[src/fetch_pkg.sv]
`default_nettype none

package fetch_pkg;

  localparam int addr_w       = 64;
  localparam int instr_w      = 32;
  localparam int bus_data_w   = 64;
  localparam int bus_tag_w    = 13;
  localparam int page_bits    = 12;
  localparam int line_bytes   = 32;
  localparam int icache_lines = 64;
  localparam int tlb_entries  = 4;

  localparam int vpn_w          = addr_w - page_bits;         // Also the PPN width
  localparam int tlb_idx_w      = $clog2(tlb_entries);
  localparam int beats_per_line = line_bytes * 8 / bus_data_w;
  localparam int beat_sel_w     = $clog2(beats_per_line);
  localparam int byte_off_w     = $clog2(bus_data_w / 8);    // Byte offset within a beat
  localparam int line_off_w     = $clog2(line_bytes);
  localparam int index_w        = $clog2(icache_lines);
  localparam int ctag_w         = addr_w - index_w - line_off_w;
  localparam logic [beat_sel_w-1:0] last_beat = beat_sel_w'(beats_per_line - 1);

  // Memory contents and page table are generated, not stored
  localparam logic [vpn_w-1:0]   ppn_xor   = 52'h00000_0001_2345;
  localparam logic [instr_w-1:0] instr_xor = 32'h1357_9bdf;

  typedef enum logic [bus_tag_w-1:0] {
    tag_tlb    = 13'd1,
    tag_icache = 13'd2
  } bus_tag_e;

  typedef struct packed {
    logic [addr_w-1:0] addr;
    bus_tag_e          tag;
  } bus_req_t;

  typedef struct packed {
    logic [bus_data_w-1:0] data;
    bus_tag_e              tag;
  } bus_resp_t;

  typedef enum logic [1:0] {sel_seq, sel_branch, sel_flush} pc_sel_e;

  typedef struct packed {
    logic [addr_w-1:0] va;
    logic              rd;
  } xlate_t;

  typedef struct packed {
    logic [addr_w-1:0]  pcplus4;
    logic [instr_w-1:0] instr;
  } fetch_out_t;

  // PTE layout: physical page number in the upper bits, low bits zero
  function automatic logic [bus_data_w-1:0] pte_of(input logic [vpn_w-1:0] vpn);
    return {vpn ^ ppn_xor, {page_bits{1'b0}}};
  endfunction

  function automatic logic [addr_w-1:0] xlate_pa(input logic [addr_w-1:0] va);
    return {va[addr_w-1:page_bits] ^ ppn_xor, va[page_bits-1:0]};
  endfunction

  function automatic logic [instr_w-1:0] mem_word(input logic [addr_w-1:0] pa);
    return pa[instr_w-1:0] ^ instr_xor;
  endfunction

  function automatic logic [bus_data_w-1:0] mem_beat(input logic [addr_w-1:0] pa);
    logic [addr_w-1:0] base;
    base = {pa[addr_w-1:byte_off_w], {byte_off_w{1'b0}}};
    return {mem_word(base + 64'd4), mem_word(base)};  // Little endian halves
  endfunction

endpackage

`default_nettype wire

[src/itlb.sv]
`timescale 1ns/10ps
`default_nettype none

module itlb (
  input  logic                 clk,
  input  logic                 reset,
  input  fetch_pkg::xlate_t    xlate,
  input  logic [63:0]          ptbr,
  output logic [63:0]          pa,
  output logic                 pa_valid,
  output logic                 reqcyc,
  output fetch_pkg::bus_req_t  req,
  input  logic                 grant,
  input  logic                 respcyc,
  input  fetch_pkg::bus_resp_t resp
);

  typedef enum logic {tlb_idle, tlb_walk} tlb_state_e;

  tlb_state_e                          state;
  logic [fetch_pkg::tlb_entries-1:0]   valid;
  logic [fetch_pkg::vpn_w-1:0]         vpn_tab [fetch_pkg::tlb_entries];
  logic [fetch_pkg::vpn_w-1:0]         ppn_tab [fetch_pkg::tlb_entries];
  logic [fetch_pkg::tlb_idx_w-1:0]     victim;    // Round-robin pointer
  logic [fetch_pkg::vpn_w-1:0]         miss_vpn;
  logic                                sent;      // Request taken by the arbiter
  logic [fetch_pkg::vpn_w-1:0]         va_vpn;
  logic [fetch_pkg::vpn_w-1:0]         hit_ppn;
  logic                                hit;
  logic                                pte_beat;
  logic                                start_walk;

  assign va_vpn = xlate.va[fetch_pkg::addr_w-1:fetch_pkg::page_bits];

  // Fully associative match
  always_comb begin
    hit     = 1'b0;
    hit_ppn = '0;
    for (int i = 0; i < fetch_pkg::tlb_entries; i++) begin
      if (valid[i] && vpn_tab[i] == va_vpn) begin
        hit     = 1'b1;
        hit_ppn = ppn_tab[i];
      end
    end
  end

  assign pa       = {hit_ppn, xlate.va[fetch_pkg::page_bits-1:0]};
  assign pa_valid = xlate.rd && hit;

  assign start_walk = state == tlb_idle && xlate.rd && !hit;
  assign pte_beat   = grant && respcyc && resp.tag == fetch_pkg::tag_tlb;

  assign reqcyc   = state == tlb_walk && !sent && !grant;
  assign req.addr = ptbr + {9'd0, miss_vpn, 3'b000};  // Single-level walk, 8-byte PTEs
  assign req.tag  = fetch_pkg::tag_tlb;

  always_ff @(posedge clk) begin
    if (reset) begin
      state  <= tlb_idle;
      valid  <= '0;
      victim <= '0;
      sent   <= 1'b0;
    end else begin
      case (state)
        tlb_idle: begin
          if (start_walk) begin
            state <= tlb_walk;
            sent  <= 1'b0;
          end
        end
        tlb_walk: begin
          if (grant)
            sent <= 1'b1;
          if (pte_beat) begin
            valid[victim] <= 1'b1;
            victim        <= victim + 1'b1;
            state         <= tlb_idle;
          end
        end
        default: state <= tlb_idle;
      endcase
    end
  end

  always_ff @(posedge clk) begin
    if (start_walk)
      miss_vpn <= va_vpn;
    if (state == tlb_walk && pte_beat) begin
      vpn_tab[victim] <= miss_vpn;
      ppn_tab[victim] <= resp.data[fetch_pkg::addr_w-1:fetch_pkg::page_bits];
    end
  end

endmodule

`default_nettype wire

[config.mk]
export PLATFORM = sky130hd
export DESIGN_NAME = itlb
export DESIGN_NICKNAME = d
export VERILOG_FILES = /design/src/fetch_pkg.sv /design/src/itlb.sv
export SDC_FILE = /design/constraint.sdc
export NUM_CORES = 1
export LEC_CHECK = 0
export BUFFER_PORTS_ARGS = -buffer_cell sky130_fd_sc_hd__buf_4
export CAP_MARGIN = 10
export CORE_UTILIZATION = 30
export CTS_CLUSTER_DIAMETER = 150
export DETAILED_ROUTE_END_ITERATION = 12
export GPL_TIMING_DRIVEN = 1
export SETUP_SLACK_MARGIN = 0.4
export SLEW_MARGIN = 20
export SYNTH_ARGS = -nofsm -noshare
export SYNTH_HDL_FRONTEND = slang
export SYNTH_SLANG_ARGS = --single-unit
[constraint.sdc]
create_clock -name clk -period 7.9 [get_ports clk]
set_input_delay 0 -clock clk [delete_from_list [all_inputs] [get_ports clk]]
set_output_delay 0 -clock clk [all_outputs]
set_load 0.05 [all_outputs]
==> impl_summary.md <==
Detailed routing
The detail route stage leaves a number of antenna-violating nets equal to 0. In the final routed layout, each cell accounts on average for 21.5 microns. After detailed routing, the number of remaining DRC violations is 0. The violation count after the first detailed-route iteration is 1251. The average via count per standard cell is 4.97. The detailed-router iteration count before antenna repair is 5.

The detailed router placed 15115 vias in this run. For this block, the routed nets add up to 65.4 mm of wire.

Worst setup path
Together, buffers and inverters on the worst path number 1. The worst setup path is launched from a register. The type of the worst setup path is register to output port. On the critical path, the stage with the largest delay is an instance of sky130_fd_sc_hd__a211oi_1. The data arrival time of the critical path is 4.27 ns.

The kind of end point of the critical path is an output port. In this design, the stage delay of the slowest critical-path cell is 0.67 ns. The maximum fanout count along the critical path is 5. For the worst setup path, the data required time is 7.90 ns. The critical path's most frequent cell is sky130_fd_sc_hd__nor3_1. The kind of cell adding the most delay to the critical path is compound AO/OA/AOI/OAI gates. The signal on the critical path passes through ha_1, fa_1, a21o_1, a221oi_2, nor3_2, o21ai_1, a211oi_1, o211a_1, nor3_1, nor3_1, buf_4.

Die
The number of ports placed on the die boundary is 353. Measured along the x axis, the die boundary spans 276 microns. The die covers 0.0759 sq mm.

The floorplan step set the die height to 276 microns. The placement row count is 99. The initial utilization of the core area, before any placement, comes to 0.306. The core region area is 0.0735 sq mm.

Power and ir drop
The total internal power is 0.00442 W. The register share of total power is 0.469. The reported leakage power is 9.87 nW. The part of the power in the clock network is 0.372.

In this run the power spent charging and discharging nets is 0.00163 W. The worst-case IR drop observed on VDD is 0.132 mV. The power density over the cells is 216 mW/mm^2. The share of total power dissipated in combinational logic is 0.159. The switching fraction of total power is 0.269. The final total power is 0.00605 W.

Final layout
The layout cell share with drive strength beyond 1 is 0.193. The final-stage net count is 2306. The final cell area excluding filler cells is 0.0281 sq mm. The layout has 6970 filler cells. The area growth from synthesis to layout is 25.1%. Once layout is complete, the cells apart from fillers number 3041.

CTS
The clock tree from TritonCTS is built. The clock tree root buffer cell is sky130_fd_sc_hd__clkbuf_16. The clock latency reported for the late side of the worst-skew pair is 0.60 ns.

The clock transition at the registers of the reported paths is 0.06 ns. The CTS buffer count is 49. The clock tree buffer depth is 3. The number of gates resized after cts is 0. The number of H-tree levels is 2.

Once the clock tree was built, the setup fixing pass inserted 0 buffers. Counting every sink on the clock net gives 476.

Yosys
Synthesis produced 1652 cells. The share of the synthesized area in the top cell type is 0.626. The per-instance average area after synthesis is 13.6 sq um. The cell accounting for the most synthesized area is sky130_fd_sc_hd__edfxtp_1. By area the synthesized netlist is led by sky130_fd_sc_hd__edfxtp_1 63%, sky130_fd_sc_hd__xnor2_1 6.7%, sky130_fd_sc_hd__ha_1 3.1%, sky130_fd_sc_hd__mux2i_1 2.4%, sky130_fd_sc_hd__a22o_1 2.2%. The number of different library cells used by synthesis comes to 76. The number of flip-flops and latches in the synthesized netlist is 476. After synthesis, the most frequently instantiated cells are 468 x sky130_fd_sc_hd__edfxtp_1, 171 x sky130_fd_sc_hd__xnor2_1, 107 x sky130_fd_sc_hd__nand2_1.

The number of synthesized flops with an enable pin is 468. The netlist area before placement is 0.0224 sq mm. The library cell with the highest instance count after synthesis is sky130_fd_sc_hd__edfxtp_1.

The yosys synthesis warning count is 0. After synthesis, the share of flip-flops with an asynchronous set or reset is 0. The post-synthesis sequential area ratio is 0.633. The top flip-flop cell by instance count after synthesis is sky130_fd_sc_hd__edfxtp_1.

GRT
The number of global-route vias before repair was 15039. The wire length of the first global-routing pass is 95.2 mm. The global-route usage over all layers is 0.168. The initial antenna violation count is 2. The maximum number of pins on one net before global-route repair is 105. Global routing finished with a remaining overflow of 0.

Timing
The clock tree skew after final layout is 0.0322 ns. The highest clock rate is 234 MHz. The normalized max-slew margin is 0.296. Of the available clock period, the critical path in the final layout requires 0.540. The clock period minus final worst setup slack is 4.27 ns. In the final timing run, aggregate negative setup slack is 0 ns. Setup repair after global routing left no endpoint under its margin.

The count of final max-slew check failures was 0. Setup violations remaining at the end of the flow were counted as 0. At the pin with the least slew margin, the transition time is 1.06 ns. The number of hold-slack violations in the final timing report came to 0.

Status
The flow ran to the end, and the final reports show no timing, DRC or antenna violations.

Flow run
Max-cap violations in this run came to 0.

Hold path
The kind of path behind the tightest hold check is primary input to output port.

Placement
The port buffer count is 297. The area of placed instances is 0.0254 sq mm. The number of placed instances, taps included is 2837.

The last weighted congestion value of the routability-driven placer is 0.877. The post-detailed-placement half-perimeter wirelength is 46.4 mm.
metrics by stage:
| step | utilization | setup WS (ns) | hold slack, ns |
|---|---|---|---|
| final | 0.382 | 3.63 | 0.000109 |
| after global routing | 0.382 | 3.30 | 0.000281 |
| after CTS | 0.382 | 3.54 | 0.000341 |
| after detailed placement | 0.346 | 4.10 | 0.000341 |
| after global placement | 0.346 | 4.14 | 0.000341 |
| after floorplan | - | 3.57 | 0.0989 |
power by group through the flow:
stage / combinational, W / sequential [W] / clock [W]
floorplan: 0.000612 / 0.00286 / 0
global placement: 0.000903 / 0.00289 / 0
detailed placement: 0.000908 / 0.00289 / 0
CTS: 0.000964 / 0.00284 / 0.00230
global route: 0.00102 / 0.00284 / 0.00239
finish: 0.000964 / 0.00284 / 0.00225
timing repair:
item / CTS / global route
hold buffers: 110 / 0
setup endpoints to repair: 0 / 0
hold endpoints to repair: 268 / 0
worst paths after layout:
kind,startpoint,end,slack (ns),depth (start not counted)
setup / recovery,miss_vpn[0]$_DFFE_PP_,req[68],3.63,11
hold / removal,xlate[4],pa[3],0.0001,0
setup reg to reg,vpn_tab[1][22]$_DFFE_PP_,sent$_SDFFE_PP0P_,4.21,10
hold reg to reg,valid[3]$_SDFFE_PP0P_,valid[3]$_SDFFE_PP0P_,0.47,2
flip-flops by register name (all words and copies together), names as in the netlist:
| register | count |
|---|---|
| ppn_tab | 208 |
| vpn_tab | 208 |
| miss_vpn | 52 |
| valid | 4 |
| victim | 2 |
| sent | 1 |
| state | 1 |
cell type report:
cell class                      count  area, sq um  share of cell area
Tap cell                          959         1200              0.0427
Sequential cell                   476        14200               0.506
Clock inverter                     35          307              0.0109
Inverter                           44          165             0.00588
Multi-Input combinational cell   1052         7520               0.268
Clock buffer                       57         1260              0.0447
Antenna cell                        2         5.00            0.000178
Timing Repair Buffer              416         3400               0.121
kinds of logic after synthesis:
family,count (synthesis),share of synthesized area
buffers and inverters,135,0.0343
XOR/XNOR,224,0.0874
multiplexers,53,0.0236
AND/OR/NAND/NOR,360,0.0832
AO/OA/AOI/OAI,345,0.106
flip-flops,476,0.633
other,2,0.000335
adder cells (fa/ha/maj),57,0.0321
per-layer routing:
layer / track usage / part of all wire / vias up
met1: 0.224 / 0.44 / 7444
met5: 0 / 0.00014 / -
met4: 0.0345 / 0.017 / 2
met3: 0.0282 / 0.065 / 69
met2: 0.285 / 0.48 / 586
li1: - / - / 7014
cells in the final DEF, fill, tap and decap left out, drive strengths merged, types with 10 or more instances in the layout:
master and n:
nand2b 18, mux2i 53, a21o 37, xnor2 171, nor2 46, conb 13
and3 16, xor2 53, a31oi 14, nor2b 10, edfxtp 468, nand2 107
inv 48, nand4 48, and2 14, a22o 57, dlygate4sd3 110, a21oi 59
nor4 25, nor3 28, buf 306, clkinv 25, clkbuf 57, ha 56
nand3 30, o21ai 92
(Power assumes the default switching activity.)
