==> src/fetch_pkg.sv <==
`default_nettype none

package fetch_pkg;

  localparam int addr_w       = 64;
  localparam int instr_w      = 32;
  localparam int bus_data_w   = 64;
  localparam int bus_tag_w    = 13;
  localparam int page_bits    = 12;
  localparam int line_bytes   = 32;
  localparam int icache_lines = 64;
  localparam int tlb_entries  = 4;

  localparam int vpn_w          = addr_w - page_bits;         // Also the PPN width
  localparam int tlb_idx_w      = $clog2(tlb_entries);
  localparam int beats_per_line = line_bytes * 8 / bus_data_w;
  localparam int beat_sel_w     = $clog2(beats_per_line);
  localparam int byte_off_w     = $clog2(bus_data_w / 8);    // Byte offset within a beat
  localparam int line_off_w     = $clog2(line_bytes);
  localparam int index_w        = $clog2(icache_lines);
  localparam int ctag_w         = addr_w - index_w - line_off_w;
  localparam logic [beat_sel_w-1:0] last_beat = beat_sel_w'(beats_per_line - 1);

  // Memory contents and page table are generated, not stored
  localparam logic [vpn_w-1:0]   ppn_xor   = 52'h00000_0001_2345;
  localparam logic [instr_w-1:0] instr_xor = 32'h1357_9bdf;

  typedef enum logic [bus_tag_w-1:0] {
    tag_tlb    = 13'd1,
    tag_icache = 13'd2
  } bus_tag_e;

  typedef struct packed {
    logic [addr_w-1:0] addr;
    bus_tag_e          tag;
  } bus_req_t;

  typedef struct packed {
    logic [bus_data_w-1:0] data;
    bus_tag_e              tag;
  } bus_resp_t;

  typedef enum logic [1:0] {sel_seq, sel_branch, sel_flush} pc_sel_e;

  typedef struct packed {
    logic [addr_w-1:0] va;
    logic              rd;
  } xlate_t;

  typedef struct packed {
    logic [addr_w-1:0]  pcplus4;
    logic [instr_w-1:0] instr;
  } fetch_out_t;

  // PTE layout: physical page number in the upper bits, low bits zero
  function automatic logic [bus_data_w-1:0] pte_of(input logic [vpn_w-1:0] vpn);
    return {vpn ^ ppn_xor, {page_bits{1'b0}}};
  endfunction

  function automatic logic [addr_w-1:0] xlate_pa(input logic [addr_w-1:0] va);
    return {va[addr_w-1:page_bits] ^ ppn_xor, va[page_bits-1:0]};
  endfunction

  function automatic logic [instr_w-1:0] mem_word(input logic [addr_w-1:0] pa);
    return pa[instr_w-1:0] ^ instr_xor;
  endfunction

  function automatic logic [bus_data_w-1:0] mem_beat(input logic [addr_w-1:0] pa);
    logic [addr_w-1:0] base;
    base = {pa[addr_w-1:byte_off_w], {byte_off_w{1'b0}}};
    return {mem_word(base + 64'd4), mem_word(base)};  // Little endian halves
  endfunction

endpackage

`default_nettype wire

==> src/bus_arbiter.sv <==
`timescale 1ns/10ps
`default_nettype none

module bus_arbiter (
  input  logic                 clk,
  input  logic                 reset,
  input  logic                 tlb_reqcyc,
  input  fetch_pkg::bus_req_t  tlb_req,
  output logic                 tlb_grant,
  input  logic                 ic_reqcyc,
  input  fetch_pkg::bus_req_t  ic_req,
  output logic                 ic_grant,
  output logic                 bus_reqcyc,
  output fetch_pkg::bus_req_t  bus_req,
  input  logic                 bus_reqack,
  input  logic                 bus_respcyc,
  input  fetch_pkg::bus_resp_t bus_resp,
  output logic                 bus_respack
);

  typedef enum logic [1:0] {arb_idle, arb_req, arb_resp} arb_state_e;

  arb_state_e                       state;
  fetch_pkg::bus_tag_e              owner;
  logic [fetch_pkg::beat_sel_w-1:0] cnt;
  logic                             owner_beat;
  logic                             last;

  assign bus_reqcyc  = state == arb_req;
  assign bus_req     = owner == fetch_pkg::tag_tlb ? tlb_req : ic_req;
  assign bus_respack = bus_respcyc;   // Every beat is taken

  assign tlb_grant = state == arb_resp && owner == fetch_pkg::tag_tlb;
  assign ic_grant  = state == arb_resp && owner == fetch_pkg::tag_icache;

  assign owner_beat = bus_respcyc && bus_resp.tag == owner;
  assign last       = owner == fetch_pkg::tag_tlb || cnt == fetch_pkg::last_beat;

  always_ff @(posedge clk) begin
    if (reset) begin
      state <= arb_idle;
      owner <= fetch_pkg::tag_tlb;
      cnt   <= '0;
    end else begin
      case (state)
        arb_idle: begin
          if (tlb_reqcyc) begin        // TLB walk first
            owner <= fetch_pkg::tag_tlb;
            state <= arb_req;
          end else if (ic_reqcyc) begin
            owner <= fetch_pkg::tag_icache;
            state <= arb_req;
          end
        end
        arb_req: begin
          if (bus_reqack) begin
            state <= arb_resp;
            cnt   <= '0;
          end
        end
        arb_resp: begin
          if (owner_beat) begin
            cnt <= cnt + 1'b1;
            if (last)
              state <= arb_idle;
          end
        end
        default: state <= arb_idle;
      endcase
    end
  end

endmodule

`default_nettype wire

==> config.mk <==
export PLATFORM = sky130hd
export DESIGN_NAME = bus_arbiter
export DESIGN_NICKNAME = d
export VERILOG_FILES = /design/src/fetch_pkg.sv /design/src/bus_arbiter.sv
export SDC_FILE = /design/constraint.sdc
export NUM_CORES = 1
export LEC_CHECK = 0
export BUFFER_PORTS_ARGS = -buffer_cell sky130_fd_sc_hd__buf_2
export CAP_MARGIN = 15
export CORE_AREA = 5 5 119 121
export DETAILED_ROUTE_END_ITERATION = 7
export DIE_AREA = 0 0 124 126
export GPL_TIMING_DRIVEN = 0
export SLEW_MARGIN = 10
export SYNTH_ARGS = -nofsm -noshare
export SYNTH_HDL_FRONTEND = slang
export SYNTH_SLANG_ARGS = --single-unit
==> constraint.sdc <==
create_clock -name clk -period 1.7 [get_ports clk]
set_input_delay 0.17 -clock clk [delete_from_list [all_inputs] [get_ports clk]]
set_output_delay 0.17 -clock clk [all_outputs]
set_load 0.02 [all_outputs]
==> flow_summary.yaml, run 1 <==
status:
  status: "finished with violations"
  violations: "setup timing"
floorplan:
  pin_count: 318
  die_h_um: 126
  rows: 42
  initial_utilization_pct: 10.4
  core-area_um2: 13000
  die_area_um2: 15600
  fp.dieW_um: 124
cells_and_area:
  final_cells: 568
  nFillCells: 1437
  drive_above_1_share_pct: 90.3
  area_growth_pct: 133
  final_nets: 631
  seqCellArea_um2: 125
  multi_input_area_um2: 1150
yosys:
  synth_most_common_cell: "mux2_2"
  netlist_instances: 129
  synth_nets: 367
  seq_area_frac_synth_pct: 8.90
  synth-main-ff-cell: "dfxtp_1"
  ys_ff_latch: 6
  yosysTopAreaCell: "mux2_2"
  syn_area_per_cell_um2: 10.5
  synthArstFlopShare_pct: 0
  yosysUniqueCellTypes: 32
  synth_top_cells_by_count: "mux2_2 (68), mux2_4 (9), buf_4 (7), dfxtp_1 (6), a21oi_1 (3)"
  synth_edf_count: 0
  yosysTopAreaCellShare_pct: 56.7
  syn_area_um2: 1350
  synth_warnings: 0
  synth.area.top_cells: "mux2_2 (57%), mux2_4 (10%), dfxtp_1 (8.9%)"
setup_path:
  required_ps: 1530
  path_cells: "nor2b_4, buf_8, buf_12, buf_4, mux2_2, buf_6"
  worstPathArrival_ps: 1560
  critPathMaxFanout: 7
  crit_family: "buffers and inverters"
  r2r_slack_ps: 370
  cp_slowest_cell: "mux2_2"
  r2r-end: "state[1]$_SDFFE_PP0P_"
  critical_path_class: "reg2out"
  cpPeakStageDelay_ps: 330
  crit_path_end_kind: "output port"
  r2r_cells: 5
  startpoint_type: "flip-flop"
  r2r-start: "owner[1]$_SDFFE_PP0P_"
  crit_buf_inv: 4
route:
  first_pass_iters: 4
  vias: 2123
  antenna_left: 0
  drt_drc_violations_left: 0
  wl_per_cell_um: 14.1
  vias_per_cell: 3.74
  drt_iter0_markers: 27
  routed_wl_mm: 8.01
global_route:
  grt_start_max_net_pins: 11
  antenna_found_initial: 1
  track_usage_pct: 8.97
  grt_pass1_wl_mm: 11.1
  grt.overflow.total: 0
  grt_pass1_vias: 2336
timing:
  fmax_mhz: 578
  relSlewSlack_pct: 79.3
  fin_crit_ps: 1730
  finalHoldViolCount: 0
  worst_slack_ps: -31.1
  tightest_slew_ps: 302
  finalSetupViolations: 16
  fin_crit_sh_pct: 102
  skew_ps: 3.09
  holdWs_ps: 160
  rsz0062_at_grt: "yes"
  drv_slew: 0
cts:
  cts.clk_slew.worst_paths_ps: 30
  hold_buffers: 0
  cts_tree: "yes"
  htreeDepth: 1
  ctsLongestPathBuffers: 2
  clkLatencyLatePin_ps: 220
  cts_buffers: 3
  clock-sinks: 6
  clock-root-buffer: "clkbuf_16"
placement:
  dp.cells: 558
  gp_congestion: 0.819
  dp_slack_ps: -27.1
  portBuffers: 253
  hpwl_mm: 7.17
power_and_ir_drop:
  powerDensity_nw_per_um2: 624
  ir_drop_v: 0.000251
  p_leak_nw: 1.69
worst_hold_path:
  hp-start: "tlb_reqcyc"
  hold_end: "owner[1]$_SDFFE_PP0P_"
  hold_depth: 2
  min_path_type: "in2reg"
run:
  max-cap-violations: 0
-- power by group --
group | switching (mW) | internal, mW | leakage [nW]
Combinational | 0.685 | 0.743 | 1.61
Sequential | 0.00982 | 0.151 | 0.0495
Clock | 0.0696 | 0.301 | 0.0370
Total | 0.764 | 1.20 | 1.69
-- per-stage QoR --
stage	util, %	cell area (um2)	total power, mW	setup TNS, ps
floorplan	-	1350	0.969	0
global placement	21.9	2840	1.44	-23.3
detailed placement	21.9	2840	1.45	-132
CTS	23.6	3070	1.93	-1340
global route	24.2	3140	2.07	-5300
finish	24.2	3140	1.96	-242
-- cell families (layout without fill, tap and decap cells) --
family	Yosys count	in the layout	share of synthesized area [%]
compound gates	12	12	6.21
mux	77	77	66.7
buf+inv	12	274	7.23
flops	6	6	8.90
other cells	0	1	0
fa+ha+maj	1	1	0.927
xor+xnor	2	2	1.30
simple gates	19	19	8.71
-- worst max path at each step --
stage / start / endpoint / cells after the start / slack [ps]
after global placement: owner[0]$_SDFFE_PP1P_ / bus_req[65] / 6 / -10
after CTS: owner[0]$_SDFFE_PP1P_ / bus_req[71] / 6 / -50
after global routing: owner[0]$_SDFFE_PP1P_ / bus_req[69] / 6 / -100
final: owner[0]$_SDFFE_PP1P_ / bus_req[3] / 6 / -30
after floorplan: owner[0]$_SDFFE_PP1P_ / bus_req[65] / 5 / 300
after detailed placement: owner[0]$_SDFFE_PP1P_ / bus_req[65] / 6 / -30
-- cells in the final DEF (no fill, tap or decap), types with 2 or more instances in the layout --
cell / instances
a211oi_1: 2
a21oi_1: 3
buf_12: 3
buf_2: 236
buf_4: 11
buf_6: 17
clkbuf_16: 4
dfxtp_1: 4
inv_1: 2
mux2_2: 63
mux2_4: 14
nand2_1: 2
nor2_1: 2
nor3_1: 2
nor4_1: 2
xnor2_1: 2
-- per-layer routing --
metal  GRT usage (%)  share of wire, %  vias to the layer above
met5               0                 0                        -
met4            2.19               1.5                        0
met3            1.97                11                        6
met2            18.0                54                      159
met1            9.13                33                      937
li1                -                 -                     1021
-- state kept, by name, summed over array words and instances (netlist names) --
| register | count |
|---|---|
| state | 2 |
| cnt | 2 |
| owner | 2 |
-- layout make-up --
| cell class | instances | share of cell area (%) |
|---|---|---|
| sequential | 6 | 3.99 |
| tap | 176 | 7.01 |
| inverter | 2 | 0.239 |
| buffer | 10 | 3.55 |
| multi-input combinational | 111 | 36.7 |
| clock buffer | 3 | 2.39 |
| timing repair buffer | 259 | 46.0 |
| antenna | 1 | 0.0797 |
-- repair_timing --
| item | 4_1_cts | 5_1_grt |
|---|---|---|
| setup endpoints to repair | 78 | 77 |
| setup buffers | 5 | 0 |
| cloned | 0 | 1 |
| endpoints found under the hold margin | 0 | 0 |
| resized for setup | 32 | 15 |
No activity file was read; power rests on OpenSTA's default activity.
==> inputs of run 2 (changes only) <==
- BUFFER_PORTS_ARGS: -buffer_cell sky130_fd_sc_hd__buf_2 -> -buffer_cell sky130_fd_sc_hd__clkbuf_2
- SKIP_CTS_REPAIR_TIMING: not set -> 1
- clock period: 1.7 -> 1.6 ns (I/O delays scaled with it)
==> flow_summary.yaml, run 2 (synthesis gave the netlist of run 1 again) <==
route:
  wl_per_cell_um: 14.2
  drt_drc_violations_left: 0
  antenna_left: 0
  routed_wl_mm: 8.08
  first_pass_iters: 4
  drt_iter0_markers: 23
  vias: 2105
  vias_per_cell: 3.69
setup_path:
  critPathMaxFanout: 8
  crit_top_cell: "buf_12"
  crit_path_end_kind: "output port"
  worst-path-stages: 6
  startpoint_type: "flip-flop"
  cpPeakStageDelay_ps: 330
  crit_buf_inv: 4
  worstPathArrival_ps: 1560
  cp_slowest_cell: "dfxtp_4"
  required_ps: 1440
  path_cells: "nor2b_4, buf_12, buf_12, clkbuf_16, mux2_4, buf_6"
  r2r_cells: 8
  critical_path_class: "reg2out"
  crit_family: "buffers and inverters"
floorplan:
  die_area_um2: 15600
  die_h_um: 126
  rows: 42
  pin_count: 318
  fp.dieW_um: 124
  core-area_um2: 13000
  initial_utilization_pct: 10.4
run:
  max-cap-violations: 0
status:
  status: "finished with violations"
  violations: "setup timing"
global_route:
  track_usage_pct: 8.64
  antenna_found_initial: 0
  gr-usage-met2_pct: 17.2
  grt_pass1_vias: 2163
  grt_start_max_net_pins: 11
  use_met3_pct: 2.47
  grt_pass1_wl_mm: 10.5
  grt_use_met1_pct: 8.33
  busiest_layer: "met2"
  grt.overflow.total: 0
timing:
  finalHoldViolCount: 0
  fin_crit_ps: 1720
  worst_slack_ps: -123
  fmax_mhz: 580
  finalSetupViolations: 78
  fin_crit_sh_pct: 108
  relSlewSlack_pct: 78.4
  tightest_slew_ps: 319
  drv_slew: 0
  skew_ps: 1.10
  rsz0062_at_grt: "yes"
  holdWs_ps: 155
cts:
  cts_buffers: 3
  clock-sinks: 6
  cts.clk_slew.worst_paths_ps: 30
  clock-root-buffer: "clkbuf_16"
  clkLatencyLatePin_ps: 230
  htreeDepth: 1
  cts_tree: "yes"
  ctsLongestPathBuffers: 2
cells_and_area:
  seqCellArea_um2: 125
  final_cells: 570
  most-common-layout-cells: "clkbuf_2 (233), mux2_2 (61), buf_6 (24), mux2_4 (16), buf_4 (7)"
  final_nets: 634
  layout.cells.most_common: "clkbuf_2"
  drive_above_1_share_pct: 90.4
  nFillCells: 1431
  final_area_um2: 3220
  multi_input_area_um2: 1160
  antennaDiodeCount: 0
  area_growth_pct: 138
  reg_top3: "cnt x2, owner x2, state x2"
placement:
  portBuffers: 253
  hpwl_mm: 7.28
  dp.cells: 558
  place_area_um2: 2840
  gp_congestion: 0.796
power_and_ir_drop:
  p_leak_nw: 1.79
  ir_drop_v: 0.000242
  powerDensity_nw_per_um2: 669
worst_hold_path:
  hold_depth: 2
  min_path_type: "in2reg"
==> run 2: worst paths after layout <==
| check | startpoint | endpoint | slack [ps] |
|---|---|---|---|
| setup / recovery | owner[0]$_SDFFE_PP1P_ | bus_req[74] | -120 |
| hold / removal | tlb_reqcyc | owner[1]$_SDFFE_PP0P_ | 150 |
| setup reg to reg | owner[0]$_SDFFE_PP1P_ | state[1]$_SDFFE_PP0P_ | 140 |
| hold reg to reg | cnt[0]$_SDFFE_PP0P_ | cnt[0]$_SDFFE_PP0P_ | 490 |
==> run 2: power breakdown <==
| group | internal (mW) | total (mW) | switching [mW] |
|---|---|---|---|
| registers | 0.160 | 0.172 | 0.0117 |
| clock network | 0.320 | 0.399 | 0.0788 |
| logic | 0.838 | 1.58 | 0.743 |
| total | 1.32 | 2.15 | 0.833 |
==> run 2: per-layer routing <==
metal  up-vias  share of wire (%)  routed length [um]
met1       909                 33                2650
met3         8                 11                 916
met4         0                2.0                 158
met5         -                  0                   0
met2       165                 54                4360
li1       1023                  -                   -
==> run 2: metrics by stage <==
stage | util (%) | power (mW) | TNS (ps) | setup slack, ps
after detailed placement | 21.9 | 1.55 | -904 | -106
after floorplan | - | 1.03 | 0 | 207
final | 24.8 | 2.15 | -5850 | -123
after global placement | 21.9 | 1.54 | -829 | -102
after CTS | 22.4 | 1.96 | -18220 | -345
after global routing | 24.8 | 2.28 | -10140 | -176
==> run 2: area by class of cell <==
class | count | share of cell area (%)
multi-input cells | 111 | 36.1
repair buffers | 262 | 46.4
inverters | 2 | 0.233
flip-flops and latches | 6 | 3.89
well taps | 176 | 6.84
clock buffers | 3 | 2.33
plain buffers | 10 | 4.20
==> inputs of run 3 (changes only) <==
- RECOVER_POWER: not set -> 25
==> flow_summary.yaml, run 3 (synthesis gave the netlist of run 1 again) <==
cells_and_area:
  multi_input_area_um2: 1160
  antennaDiodeCount: 0
  drive_above_1_share_pct: 90.1
  most-common-layout-cells: "clkbuf_2 (232), mux2_2 (61), buf_6 (24), mux2_4 (16), buf_4 (7)"
  nFillCells: 1432
  area_growth_pct: 138
  final_util_pct: 24.8
  layout.cells.most_common: "clkbuf_2"
  final_nets: 634
  seqCellArea_um2: 125
  reg_top3: "cnt x2, owner x2, state x2"
  final_area_um2: 3220
timing:
  finalHoldViolCount: 0
  tightest_slew_ps: 319
  relSlewSlack_pct: 78.4
  drv_slew: 0
  fin_crit_sh_pct: 108
  skew_ps: 1.10
  finalSetupViolations: 78
  fmax_mhz: 580
  rsz0062_at_grt: "yes"
  fin_crit_ps: 1720
  worst_slack_ps: -123
  setup_tns_ps: -5850
placement:
  dp_slack_ps: -106
  portBuffers: 253
  hpwl_mm: 7.28
  place_area_um2: 2840
  gp_congestion: 0.796
global_route:
  grt_start_max_net_pins: 11
  antenna_found_initial: 0
  grt_pass1_vias: 2163
  grt_use_met1_pct: 8.33
  busiest_layer: "met2"
  use_met3_pct: 2.47
  gr-usage-met2_pct: 17.2
  track_usage_pct: 8.64
  grt.overflow.total: 0
  grt_pass1_wl_mm: 10.5
worst_hold_path:
  min_path_type: "in2reg"
route:
  vias: 2105
  antenna_left: 0
  first_pass_iters: 4
  drt_iter0_markers: 23
  drt_drc_violations_left: 0
  routed_wl_mm: 8.08
  wl_per_cell_um: 14.2
  vias_per_cell: 3.69
status:
  status: "finished with violations"
  violations: "setup timing"
cts:
  clock-sinks: 6
  ctsLongestPathBuffers: 2
  clock-root-buffer: "clkbuf_16"
  cts_buffers: 3
  clkLatencyLatePin_ps: 230
  htreeDepth: 1
  cts.clk_slew.worst_paths_ps: 30
  cts_tree: "yes"
floorplan:
  die_h_um: 126
  pin_count: 318
  fp.dieW_um: 124
  core-area_um2: 13000
  rows: 42
  die_area_um2: 15600
  initial_utilization_pct: 10.4
setup_path:
  startpoint_type: "flip-flop"
  crit_path_end_kind: "output port"
  worstPathArrival_ps: 1560
  critPathMaxFanout: 8
  required_ps: 1440
  critical_path_class: "reg2out"
  r2r_slack_ps: 140
power_and_ir_drop:
  power.share.combinational_pct: 73.5
  pwr-share-seq_pct: 8.0
  total_power_mw: 2.15
  p_sw_uw: 833
  sw_frac_of_total_pct: 38.7
  p_clk_share_pct: 18.5
  powerDensity_nw_per_um2: 669
  p_int_mw: 1.32
  p_leak_nw: 1.78
  ir_drop_v: 0.000242
run:
  max-cap-violations: 0
## run 3: changes by cell type in the layout (fill, tap and decap cells not counted)
cell	change
clkbuf_1	+1
clkbuf_2	-1
## run 3: power by group through the flow
stage | registers [mW] | logic [mW] | clock network, mW
after global routing | 0.173 | 1.68 | 0.425
final | 0.172 | 1.58 | 0.399
after CTS | 0.173 | 1.37 | 0.410
after global placement | 0.175 | 1.36 | 0
after detailed placement | 0.175 | 1.37 | 0
after floorplan | 0.172 | 0.858 | 0
## run 3: worst max-delay path, stage by stage (launching register included)
cell and delay, ps:
dfxtp_4 330, nor2b_4 150, buf_12 160, buf_12 130, clkbuf_16 140, mux2_4 300, buf_6 130
## run 3: stage by stage
stage / hold slack [ps] / instances
3_3_place_gp: 388 / 558
5_1_grt: 160 / 570
2_1_floorplan: 229 / 129
6_report: 155 / 570
3_5_place_dp: 396 / 558
4_1_cts: 161 / 561
## run 3: routing by layer
metal | wire (um) | share of wire [%]
met2 | 4360 | 54
met5 | 0 | 0
met4 | 158 | 2.0
met1 | 2650 | 33
met3 | 916 | 11
## run 3: final cells by class
cell class	instances	share of cell area, %
sequential	6	3.89
multi-input combinational	111	36.1
clock buffer	3	2.33
buffer	10	4.20
timing repair buffer	262	46.4
tap	176	6.85
inverter	2	0.233
## run 3: final timing paths
kind,start,to,cells past startpoint
worst max-delay path,owner[0]$_SDFFE_PP1P_,bus_req[74],6
worst min-delay path,tlb_reqcyc,owner[1]$_SDFFE_PP0P_,2
worst max register to register,owner[0]$_SDFFE_PP1P_,state[1]$_SDFFE_PP0P_,8
worst min register to register,cnt[0]$_SDFFE_PP0P_,cnt[0]$_SDFFE_PP0P_,1
